==> config.mk <==
export PLATFORM = sky130hd
export DESIGN_NAME = compressed_stream_decoder
export DESIGN_NICKNAME = d
export VERILOG_FILES = /design/src/verilog/decoder_cfg_pkg.sv /design/src/verilog/stream_format_pkg.sv /design/src/verilog/stream_word_buffer.sv /design/src/verilog/sparsity_map_decoder.sv /design/src/verilog/layer_position_tracker.sv /design/src/verilog/decode_control.sv /design/src/verilog/compressed_stream_decoder.sv
export SDC_FILE = /design/constraint.sdc
export NUM_CORES = 1
export LEC_CHECK = 0
export BUFFER_PORTS_ARGS = -buffer_cell sky130_fd_sc_hd__buf_2
export CORE_UTILIZATION = 54
export DETAILED_ROUTE_END_ITERATION = 8
export PLACE_DENSITY_LB_ADDON = 0.12
export SYNTH_ARGS = -nofsm -noshare
export SYNTH_HDL_FRONTEND = slang
export SYNTH_SLANG_ARGS = --single-unit
export TNS_END_PERCENT = 20
==> constraint.sdc <==
create_clock -name clk -period 4.5 [get_ports clk]
set_input_delay 0.9 -clock clk [delete_from_list [all_inputs] [get_ports clk]]
set_output_delay 0.9 -clock clk [all_outputs]
set_load 0.1 [all_outputs]
==> src/verilog/decoder_cfg_pkg.sv <==
`default_nettype none

package decoder_cfg_pkg;

    // stream byte and the word it is packed into
    localparam int BYTE_W = 8;
    localparam int BYTES_PER_WORD = 8;
    localparam int WORD_W = BYTE_W * BYTES_PER_WORD;

    // index of a byte slot inside one word
    localparam int SLOT_W = $clog2(BYTES_PER_WORD);

    // one sparsity map covers this many channels
    localparam int CHANNELS_PER_GROUP = 8;
    localparam int OFFSET_W = $clog2(CHANNELS_PER_GROUP);

    // layer geometry
    localparam int CHANNEL_W = 10;
    localparam int MAX_COLUMNS = 256;
    localparam int COLUMN_W = $clog2(MAX_COLUMNS);

endpackage

`default_nettype wire

==> src/verilog/stream_format_pkg.sv <==
`default_nettype none

package stream_format_pkg;

    // bit 0 of the array is the msb and stands for channel offset 0
    typedef logic [0:decoder_cfg_pkg::CHANNELS_PER_GROUP-1] sparsity_map_t;

    // a stream byte is either a map or an activation, depending on
    // where the decoder is inside the group
    typedef union packed {
        sparsity_map_t                        sparsity_map;
        logic [decoder_cfg_pkg::BYTE_W-1:0]   activation;
    } stream_byte_u;

endpackage

`default_nettype wire

==> src/verilog/stream_word_buffer.sv <==
`timescale 1ns/1ps
`default_nettype none

module stream_word_buffer (
    input  wire logic                                 clk,
    input  wire logic                                 resetn,
    input  wire logic [decoder_cfg_pkg::WORD_W-1:0]   i_stream_data,
    input  wire logic                                 i_stream_valid,
    output logic                                      o_stream_ready,
    input  wire logic                                 i_consume,
    input  wire logic                                 i_flush,
    output stream_format_pkg::stream_byte_u           o_head,
    output logic                                      o_head_valid
);

    import decoder_cfg_pkg::*;

    logic [WORD_W-1:0] word_q;
    logic [SLOT_W-1:0] slot_q;
    logic              full_q;
    logic              load;
    logic              last_slot;

    // a new word is only requested once the previous one is used up
    always_comb begin
        o_stream_ready = !full_q;
        load = !full_q && i_stream_valid;
        last_slot = (slot_q == SLOT_W'(BYTES_PER_WORD - 1));
    end

    always_ff @(posedge clk) begin
        if (!resetn) begin
            full_q <= 1'b0;
            slot_q <= '0;
        end else if (load) begin
            full_q <= 1'b1;
            slot_q <= '0;
        end else if (full_q && i_flush) begin
            full_q <= 1'b0;
            slot_q <= '0;
        end else if (full_q && i_consume) begin
            slot_q <= slot_q + 1'b1;
            if (last_slot) begin
                full_q <= 1'b0;
            end
        end
    end

    // head byte always sits in the top slot
    always_ff @(posedge clk) begin
        if (load) begin
            word_q <= i_stream_data;
        end else if (full_q && i_consume) begin
            word_q <= word_q << BYTE_W;
        end
    end

    always_comb begin
        o_head = word_q[WORD_W-1 -: BYTE_W];
        o_head_valid = full_q;
    end

endmodule

`default_nettype wire

==> src/verilog/sparsity_map_decoder.sv <==
`timescale 1ns/1ps
`default_nettype none

module sparsity_map_decoder (
    input  wire logic                                   clk,
    input  wire logic                                   resetn,
    input  wire stream_format_pkg::sparsity_map_t       i_map,
    input  wire logic                                   i_load,
    input  wire logic                                   i_take,
    output logic                                        o_map_zero,
    output logic [decoder_cfg_pkg::OFFSET_W-1:0]        o_offset,
    output logic                                        o_last_offset
);

    import decoder_cfg_pkg::*;
    import stream_format_pkg::*;

    sparsity_map_t       mask_q;
    sparsity_map_t       mask_next;
    logic [OFFSET_W-1:0] offset;

    // leading one, lowest array index wins since it is offset 0
    always_comb begin
        offset = '0;
        for (int i = CHANNELS_PER_GROUP - 1; i >= 0; i--) begin
            if (mask_q[i]) begin
                offset = OFFSET_W'(i);
            end
        end
    end

    always_comb begin
        mask_next = mask_q;
        mask_next[offset] = 1'b0;
    end

    always_ff @(posedge clk) begin
        if (!resetn) begin
            mask_q <= '0;
        end else if (i_load) begin
            mask_q <= i_map;
        end else if (i_take) begin
            mask_q <= mask_next;
        end
    end

    always_comb begin
        o_map_zero = (i_map == '0);
        o_offset = offset;
        // one bit left means this take closes the group
        o_last_offset = $onehot(mask_q);
    end

endmodule

`default_nettype wire

==> src/verilog/layer_position_tracker.sv <==
`timescale 1ns/1ps
`default_nettype none

module layer_position_tracker (
    input  wire logic                                   clk,
    input  wire logic                                   resetn,
    input  wire logic                                   i_group_done,
    input  wire logic [decoder_cfg_pkg::CHANNEL_W-1:0]  i_num_channels_minus_8,
    input  wire logic [decoder_cfg_pkg::COLUMN_W:0]     i_num_columns,
    output logic [decoder_cfg_pkg::CHANNEL_W-1:0]       o_channel_base,
    output logic [decoder_cfg_pkg::COLUMN_W-1:0]        o_column,
    output logic                                        o_last_column,
    output logic                                        o_layer_done
);

    import decoder_cfg_pkg::*;

    logic [CHANNEL_W-1:0] base_q;
    logic [COLUMN_W-1:0]  column_q;
    logic                 last_group_of_column;
    logic                 last_column;

    always_comb begin
        last_group_of_column = (base_q == i_num_channels_minus_8);
        last_column = ((COLUMN_W + 1)'(column_q) == i_num_columns - 1'b1);
    end

    always_ff @(posedge clk) begin
        if (!resetn) begin
            base_q <= '0;
            column_q <= '0;
        end else if (i_group_done) begin
            if (last_group_of_column) begin
                base_q <= '0;
                // end of layer starts the next one at column 0
                column_q <= last_column ? '0 : column_q + 1'b1;
            end else begin
                base_q <= base_q + CHANNEL_W'(CHANNELS_PER_GROUP);
            end
        end
    end

    always_comb begin
        o_channel_base = base_q;
        o_column = column_q;
        o_last_column = last_column;
        o_layer_done = last_group_of_column && last_column;
    end

endmodule

`default_nettype wire

==> src/verilog/decode_control.sv <==
`timescale 1ns/1ps
`default_nettype none

module decode_control (
    input  wire logic                                   clk,
    input  wire logic                                   resetn,
    input  wire logic                                   i_start,
    input  wire stream_format_pkg::stream_byte_u        i_head,
    input  wire logic                                   i_head_valid,
    input  wire logic                                   i_map_zero,
    input  wire logic [decoder_cfg_pkg::OFFSET_W-1:0]   i_offset,
    input  wire logic                                   i_last_offset,
    input  wire logic [decoder_cfg_pkg::CHANNEL_W-1:0]  i_channel_base,
    input  wire logic                                   i_layer_done,
    input  wire logic                                   i_value_ready,
    output logic                                        o_consume,
    output logic                                        o_flush,
    output logic                                        o_load,
    output logic                                        o_take,
    output logic                                        o_group_done,
    output logic [decoder_cfg_pkg::BYTE_W-1:0]          o_value,
    output logic [decoder_cfg_pkg::CHANNEL_W-1:0]       o_value_channel,
    output logic                                        o_value_valid
);

    import decoder_cfg_pkg::*;

    // idle: !busy_q, map: busy_q && !value_q, value: busy_q && value_q
    logic busy_q;
    logic value_q;
    logic start_q;
    logic step;

    always_comb begin
        step = busy_q && i_head_valid && i_value_ready;
        o_consume = step;
        o_load = step && !value_q;
        o_take = step && value_q;
        // a group closes on an empty map or on its last value
        o_group_done = (o_load && i_map_zero) || (o_take && i_last_offset);
        o_flush = o_group_done && i_layer_done;
    end

    always_ff @(posedge clk) begin
        if (!resetn) begin
            start_q <= 1'b0;
        end else if (!busy_q && i_start) begin
            start_q <= 1'b1;
        end else if (o_load) begin
            start_q <= 1'b0;
        end
    end

    always_ff @(posedge clk) begin
        if (!resetn) begin
            busy_q <= 1'b0;
            value_q <= 1'b0;
        end else if (i_value_ready) begin
            if (!busy_q) begin
                busy_q <= start_q;
                value_q <= 1'b0;
            end else if (o_flush) begin
                busy_q <= 1'b0;
                value_q <= 1'b0;
            end else if (o_load) begin
                value_q <= !i_map_zero;
            end else if (o_group_done) begin
                value_q <= 1'b0;
            end
        end
    end

    // head is read as an activation while in the value state
    always_comb begin
        o_value = i_head.activation;
        o_value_channel = i_channel_base + CHANNEL_W'(i_offset);
        o_value_valid = busy_q && value_q && i_head_valid;
    end

endmodule

`default_nettype wire

==> src/verilog/compressed_stream_decoder.sv <==
`timescale 1ns/1ps
`default_nettype none

module compressed_stream_decoder (
    input  wire logic                                   clk,
    input  wire logic                                   resetn,
    input  wire logic                                   i_start,
    input  wire logic [decoder_cfg_pkg::CHANNEL_W-1:0]  i_num_channels_minus_8,
    input  wire logic [decoder_cfg_pkg::COLUMN_W:0]     i_num_columns,
    input  wire logic [decoder_cfg_pkg::WORD_W-1:0]     i_stream_data,
    input  wire logic                                   i_stream_valid,
    output logic                                        o_stream_ready,
    output logic [decoder_cfg_pkg::BYTE_W-1:0]          o_value,
    output logic [decoder_cfg_pkg::CHANNEL_W-1:0]       o_value_channel,
    output logic [decoder_cfg_pkg::COLUMN_W-1:0]        o_value_column,
    output logic                                        o_value_valid,
    input  wire logic                                   i_value_ready,
    output logic                                        o_last_column
);

    import decoder_cfg_pkg::*;
    import stream_format_pkg::*;

    stream_byte_u         head;
    logic                 head_valid;
    logic                 consume;
    logic                 flush;
    logic                 load;
    logic                 take;
    logic                 map_zero;
    logic [OFFSET_W-1:0]  offset;
    logic                 last_offset;
    logic                 group_done;
    logic [CHANNEL_W-1:0] channel_base;
    logic                 layer_done;

    stream_word_buffer u_buffer (
        .clk            (clk),
        .resetn         (resetn),
        .i_stream_data  (i_stream_data),
        .i_stream_valid (i_stream_valid),
        .o_stream_ready (o_stream_ready),
        .i_consume      (consume),
        .i_flush        (flush),
        .o_head         (head),
        .o_head_valid   (head_valid)
    );

    // the map decoder sees the head byte as a sparsity map
    sparsity_map_decoder u_map_decoder (
        .clk           (clk),
        .resetn        (resetn),
        .i_map         (head.sparsity_map),
        .i_load        (load),
        .i_take        (take),
        .o_map_zero    (map_zero),
        .o_offset      (offset),
        .o_last_offset (last_offset)
    );

    layer_position_tracker u_tracker (
        .clk                    (clk),
        .resetn                 (resetn),
        .i_group_done           (group_done),
        .i_num_channels_minus_8 (i_num_channels_minus_8),
        .i_num_columns          (i_num_columns),
        .o_channel_base         (channel_base),
        .o_column               (o_value_column),
        .o_last_column          (o_last_column),
        .o_layer_done           (layer_done)
    );

    decode_control u_control (
        .clk             (clk),
        .resetn          (resetn),
        .i_start         (i_start),
        .i_head          (head),
        .i_head_valid    (head_valid),
        .i_map_zero      (map_zero),
        .i_offset        (offset),
        .i_last_offset   (last_offset),
        .i_channel_base  (channel_base),
        .i_layer_done    (layer_done),
        .i_value_ready   (i_value_ready),
        .o_consume       (consume),
        .o_flush         (flush),
        .o_load          (load),
        .o_take          (take),
        .o_group_done    (group_done),
        .o_value         (o_value),
        .o_value_channel (o_value_channel),
        .o_value_valid   (o_value_valid)
    );

endmodule

`default_nettype wire

---- Yosys cells after proc, flatten, opt, wreduce, memory -nomap -nowiden ----
Cells that the tools add are included.
storage, ports and cells
  RAM bits ................................ 0
  bits in latches ......................... 0
  input port bits ......................... 88
  memories ................................ 0
  register bits ........................... 97
  memory bits (read-only) ................. 0
cells by class
  muxes and demuxes ....................... 28
  magnitude comparators ................... 2
  multiply operators ...................... 0
  eq/ne operators ......................... 5
  add/subtract/negate cells ............... 12
  reductions and logical operators ........ 30
  shifts and indexed selects .............. 0
  div/mod/pow operators ................... 0
  bitwise logic cells ..................... 4
operators by type and width
  kind                     count
  $mux W64                 2
  $mux W3                  8
  $mux W8                  3
  $logic_and A1 B1 Y1      15
  $mux W1                  13
  $add A4 B4 Y4            3
  $add A10 B3 Y10          1
  $add A10 B4 Y10 const B  1
  $eq A10 B10 Y1           1
  $mux W10                 1
  $eq A8 B9 Y1             1
  $sub A9 B1 Y9 const B    1
  $add A1 B1 Y2            4
  $add A8 B1 Y8 const B    1
  $and A8 B8 Y8            1
  $logic_not A8 Y1         1
  $not A8 Y8               1
  $reduce_and A2 Y1        3
  $reduce_bool A2 Y1       3
  $reduce_bool A3 Y1       2
  $eq A4 B1 Y1 const B     1
  $ge A4 B4 Y1 const B     1
  $logic_not A1 Y1         4
  $lt A4 B1 Y1 const B     1
  other kinds (8)          8

---- Depth between registers and ports, before layout ----
  word-level depth ........................ 17
  gate-level depth with buffers ........... 14

---- By module ----
Synthesis repeated with hierarchy kept, for this count alone.
unflattened totals
  cell total of the unflattened synthesis .. 560
  area total of the unflattened synthesis .. 5298.8 um2
by module, submodules not included
  module                  cells an instance  times used  area each (um2)
  stream_word_buffer      284                1           2981.6
  layer_position_tracker  137                1           1187.4
  sparsity_map_decoder    79                 1           651.9
  decode_control          60                 1           478.0

---- Worst setup path after synthesis ----
Ideal clock, no wire load.
  path kind ............................... input-to-output
  from .................................... in i_num_columns[2] (netlist name)
  to ...................................... out o_last_column
  stages .................................. 6
  setup slack ............................. 0.647 ns
  required time ........................... 3.600 ns
  arrival ................................. 2.953 ns
  cells stage by stage .................... or3_1 clkbuf_2 o21a_1 or4_1 o211ai_2 and3_1
on the way
  longest elaborated chain between the ends .. 2
RTL lines
  item             line                             RTL
  start, declared  compressed_stream_decoder.sv:9   input wire logic [decoder_cfg_pkg::COLUMN_W:0] i_num_columns,
  $sub A9 B1 Y9    layer_position_tracker.sv:25     last_column = ((COLUMN_W + 1)'(column_q) == i_num_columns - 1'b1);
  $eq A8 B9 Y1     layer_position_tracker.sv:25
  end, declared    compressed_stream_decoder.sv:18  output logic o_last_column
Every way passes these cells.

---- Worst setup path after layout ----
  from .................................... reg u_map_decoder.mask_q[6]
  to ...................................... reg u_buffer.full_q, in the netlist u_buffer.o_head_valid
on the way
  longest elaborated chain between the ends .. 10
RTL lines
  item                                                            line                        RTL
  start, declared                                                 sparsity_map_decoder.sv:18  sparsity_map_t mask_q;
  start signal, assigned                                          sparsity_map_decoder.sv:41  mask_q <= i_map;
  start signal, assigned                                          sparsity_map_decoder.sv:43  mask_q <= mask_next;
  $add A1 B1 Y2 (not written as such) (*)                         sparsity_map_decoder.sv:51  o_last_offset = $onehot(mask_q);
  $add A4 B4 Y4 (not written as such) (*) (2 in series)           sparsity_map_decoder.sv:51
  $eq A4 B1 Y1 (*)                                                sparsity_map_decoder.sv:51
  $logic_and A1 B1 Y1 (*)                                         decode_control.sv:40        o_group_done = (o_load && i_map_zero) || (o_take && i_last_offset);
  $logic_or A1 B1 Y1 (*)                                          decode_control.sv:40
  $logic_and A1 B1 Y1 (*)                                         decode_control.sv:41        o_flush = o_group_done && i_layer_done;
  $logic_and A1 B1 Y1 (*)                                         stream_word_buffer.sv:38    end else if (full_q && i_flush) begin
  $reduce_bool A3 Y1 (no line) / $mux W1 (equally long branches)  -
  $reduce_and A2 Y1 (no line) / $mux W1 (equally long branches)   -
  end signal, assigned                                            stream_word_buffer.sv:36    full_q <= 1'b1;
  end signal, assigned                                            stream_word_buffer.sv:39    full_q <= 1'b0;
  end signal, assigned                                            stream_word_buffer.sv:44    full_q <= 1'b0;
  end, declared                                                   stream_word_buffer.sv:20    logic full_q;
Mark *: on every way between the ends. The rest lies on a longest branch, timed or not.
A chain may end at the register's enable or synchronous reset.

==> results list <==
* Commonest non-fill, non-tap cell in the layout: sky130_fd_sc_hd__buf_2
- Along the worst path, the maximum fanout reaches 12.
- The number of global-route vias before repair came to 3234.
- The core region is 8720 um^2.
* Register-to-register path setup slack: 500 ps
- Dividing the detail-routed via count by the number of cells gives 5.35.
- CP Data Arrival Time: 4240 ps
- Dividing the detail-routed wire length by the instance count gives 14.8 um.
* Static power due to leakage: 2.31 nW
- Unrepaired setup endpoints after global routing: no
- Count of nets after finishing: 621
* Achievable frequency: 250 MHz
* Worst setup path category: reg -> reg
- The max-slew violation total from the final report was 0.
- The final count of hold timing violations is 0.
* Weighted congestion reported at the end of routability-driven placement: 0.883
- Die Width: 96.7 um
* Total congestion overflow after global routing: 0
* Height of the die: 96.7 um
* Maximum buffer depth of the clock tree: 2
- For the pin with the worst max-slew slack, the measured transition is 802 ps.
* TritonCTS buffer count: 9
* Share of the clock period used by the worst path: 88.9%
- The smallest clock period supported by the final layout is computed as 4000 ps.
- Counting tap cells, the placed design contains a total of 612 instances.
- Leaving out filler cells and counting taps, the final layout contains 627.
* Total via count after detailed routing: 3356
- Clock slew at reported path FFs: 80 ps
- After synthesis the cells add up to 4840 um^2.
- Yosys cell types: 50
- Number of antenna violations at the first check in global routing: 0
- During I/O placement, the number of pins put on the boundary was 117.
- The first global-routing pass estimated 15.2 mm of wire.
- Routed WL: 9.26 mm
* Crit end category: register
- Total power per unit cell area: 351 nW/um^2
- Commonest non-fill, non-tap cells in the layout: sky130_fd_sc_hd__buf_2 (116), sky130_fd_sc_hd__edfxtp_1 (64), sky130_fd_sc_hd__mux2_2 (58)
- Overall fraction of global-route tracks in use: 20.7%
* Type of origin of the critical path: register
- Synth Net Count: 522
* CTS Root Buffer Type: sky130_fd_sc_hd__clkbuf_8
- In the final timing run, aggregate negative setup slack is 0 ps.
- Counting every sink on the clock net gives 94.
- In the synthesized netlist the dominant register cell turns out to be sky130_fd_sc_hd__edfxtp_1.
- Worst-case headroom to the max-slew limit: 46.6%
* Number of buffers inserted to repair setup after CTS: 0
* Number of cells produced by synthesis: 416
- Post-synthesis to final-layout area growth: 17.2%
- The initial utilization of the core area, before any placement, comes to 55.5%.
- 0 antenna diodes ended up in the layout.
- In this run, post-CTS repair resized a total of 0 instances.
* Pin count of the biggest net entering global routing: 69
- Counting flops with a built-in enable in the synthesized netlist gives 64.
- After clock tree synthesis, the flow added hold-fix buffers numbering 0.
- Synthesis inferred 94 register bits.
- For the final database, setup skew stands at 17.2 ps.
- HPWL reported at the end of detailed placement: 6.62 mm
* Antenna viol nets, final: 0
- In the final layout, the share of cells above drive strength 1 is 38.3%.
- Sequential elements use 52.1% of the synthesized area.
- HP Class: reg -> reg
* Drt first-iter violations: 160
- Max-cap violations in this run came to 0.
- Run status: complete, no violations
- The clock tree synthesis step divided the H-tree into 3 levels.
* Mean Syn Cell Area: 11.6 um^2
- Maximum ir drop on the vdd rail: 281 uV
- Clock latency on the worst-skew pair, taken at its later pin, is 360 ps.
- Setup violations remaining at the end of the flow were counted as 0.
* Count of port buffers added during placement: 116
- Clock tree from TritonCTS: built
- Remaining design rule violation count: 0
* Pre-antenna DRT Iters: 6
- STA puts the critical path data required time at 4740 ps.
* Area enclosed by the die boundary: 9350 um^2
- Asr flop ratio synth: 0%
- The initialized floorplan defines 34 standard-cell rows.
* Number of warnings reported in the yosys synthesis log: 0
-- where the power goes --
part	switching, mW	internal, mW
logic	0.174	0.115
clock network	0.299	0.371
registers	0.0241	1.01
total	0.497	1.49
-- per-stage QoR --
step | area [um^2] | utilization (%) | hold WS (ps) | power, mW | setup slack, ps
after floorplan | 4840 | - | 455 | 1.27 | 647
after global placement | 5430 | 62.3 | 470 | 1.33 | 612
after detailed placement | 5430 | 62.3 | 485 | 1.34 | 531
after CTS | 5670 | 65.1 | 500 | 2.01 | 499
after global routing | 5670 | 65.1 | 534 | 2.08 | 133
final | 5670 | 65.1 | 495 | 1.99 | 501
-- worst max-delay path, cell delays in order, from the launching register on --
cell and delay [ps]:
sky130_fd_sc_hd__dfxtp_1 390, sky130_fd_sc_hd__ha_1 260, sky130_fd_sc_hd__fa_1 530, sky130_fd_sc_hd__inv_1 60
sky130_fd_sc_hd__fa_1 520, sky130_fd_sc_hd__inv_1 40, sky130_fd_sc_hd__ha_1 200, sky130_fd_sc_hd__fa_1 440
sky130_fd_sc_hd__nor4b_1 260, sky130_fd_sc_hd__nand3_1 140, sky130_fd_sc_hd__o21a_1 260, sky130_fd_sc_hd__nor2_1 290
sky130_fd_sc_hd__a41o_2 390, sky130_fd_sc_hd__o21ai_0 120
-- area by class of cell --
cell class	instances	area, um^2
Multi-Input combinational cell	272	2100
Clock buffer	9	124
Timing Repair Buffer	119	603
Clock inverter	6	116
Tap cell	108	135
Inverter	19	71.3
Sequential cell	94	2520
Fill cell	704	3050
-- registers in the layout (all words and copies together), names as in the netlist --
register / count
u_tracker.o_column: 8
u_control.busy_q: 1
u_buffer.slot_q: 3
u_buffer.o_head_valid: 1
u_buffer.word_q: 64
u_map_decoder.mask_q: 8
u_tracker.o_channel_base: 7
u_control.value_q: 1
u_control.start_q: 1
-- synthesized netlist by cell type, types with 7 or more instances --
master | instances | area [um^2]
sky130_fd_sc_hd__a21oi_1 | 17 | 85.1
sky130_fd_sc_hd__and2_1 | 9 | 56.3
sky130_fd_sc_hd__buf_4 | 8 | 60.1
sky130_fd_sc_hd__clkbuf_1 | 18 | 67.6
sky130_fd_sc_hd__dfxtp_1 | 30 | 601
sky130_fd_sc_hd__edfxtp_1 | 64 | 1920
sky130_fd_sc_hd__ha_1 | 14 | 175
sky130_fd_sc_hd__inv_1 | 19 | 71.3
sky130_fd_sc_hd__mux2_2 | 58 | 653
sky130_fd_sc_hd__nand2_1 | 23 | 86.3
sky130_fd_sc_hd__nand2b_1 | 7 | 43.8
sky130_fd_sc_hd__nand3_1 | 15 | 75.1
sky130_fd_sc_hd__nor2_1 | 21 | 78.8
sky130_fd_sc_hd__nor3_1 | 9 | 45.0
sky130_fd_sc_hd__nor4_1 | 11 | 68.8
sky130_fd_sc_hd__o21ai_0 | 7 | 35.0
sky130_fd_sc_hd__xnor2_1 | 15 | 131
sky130_fd_sc_hd__xor2_1 | 11 | 96.3
-- routing by layer --
layer / track usage, % / share of wire [%]
met1: 28.5 / 45
met2: 31.5 / 48
met3: 5.49 / 5.6
met4: 7.92 / 1.8
met5: 0 / 0
-- cells by family (layout without fill, tap and decap cells) --
logic type / Yosys count / in the layout / share of synthesized area (%)
AO/OA/AOI/OAI: 46 / 46 / 6.10
buffers and inverters: 50 / 153 / 4.70
adder cells (fa/ha/maj): 18 / 18 / 5.27
AND/OR/NAND/NOR: 121 / 121 / 13.1
other: 1 / 1 / 0.0775
flip-flops: 94 / 94 / 52.1
XOR/XNOR: 26 / 26 / 4.70
multiplexers: 60 / 60 / 13.9
-- worst paths after layout --
| path | startpoint | end | cells past startpoint |
|---|---|---|---|
| setup / recovery | u_map_decoder.mask_q[6] | u_buffer.o_head_valid | 13 |
| hold / removal | u_map_decoder.mask_q[1] | u_map_decoder.mask_q[1] | 2 |
| setup reg to reg | u_map_decoder.mask_q[6] | u_buffer.o_head_valid | 13 |
| hold reg to reg | u_map_decoder.mask_q[1] | u_map_decoder.mask_q[1] | 2 |
No activity file was read; power rests on OpenSTA's default activity.
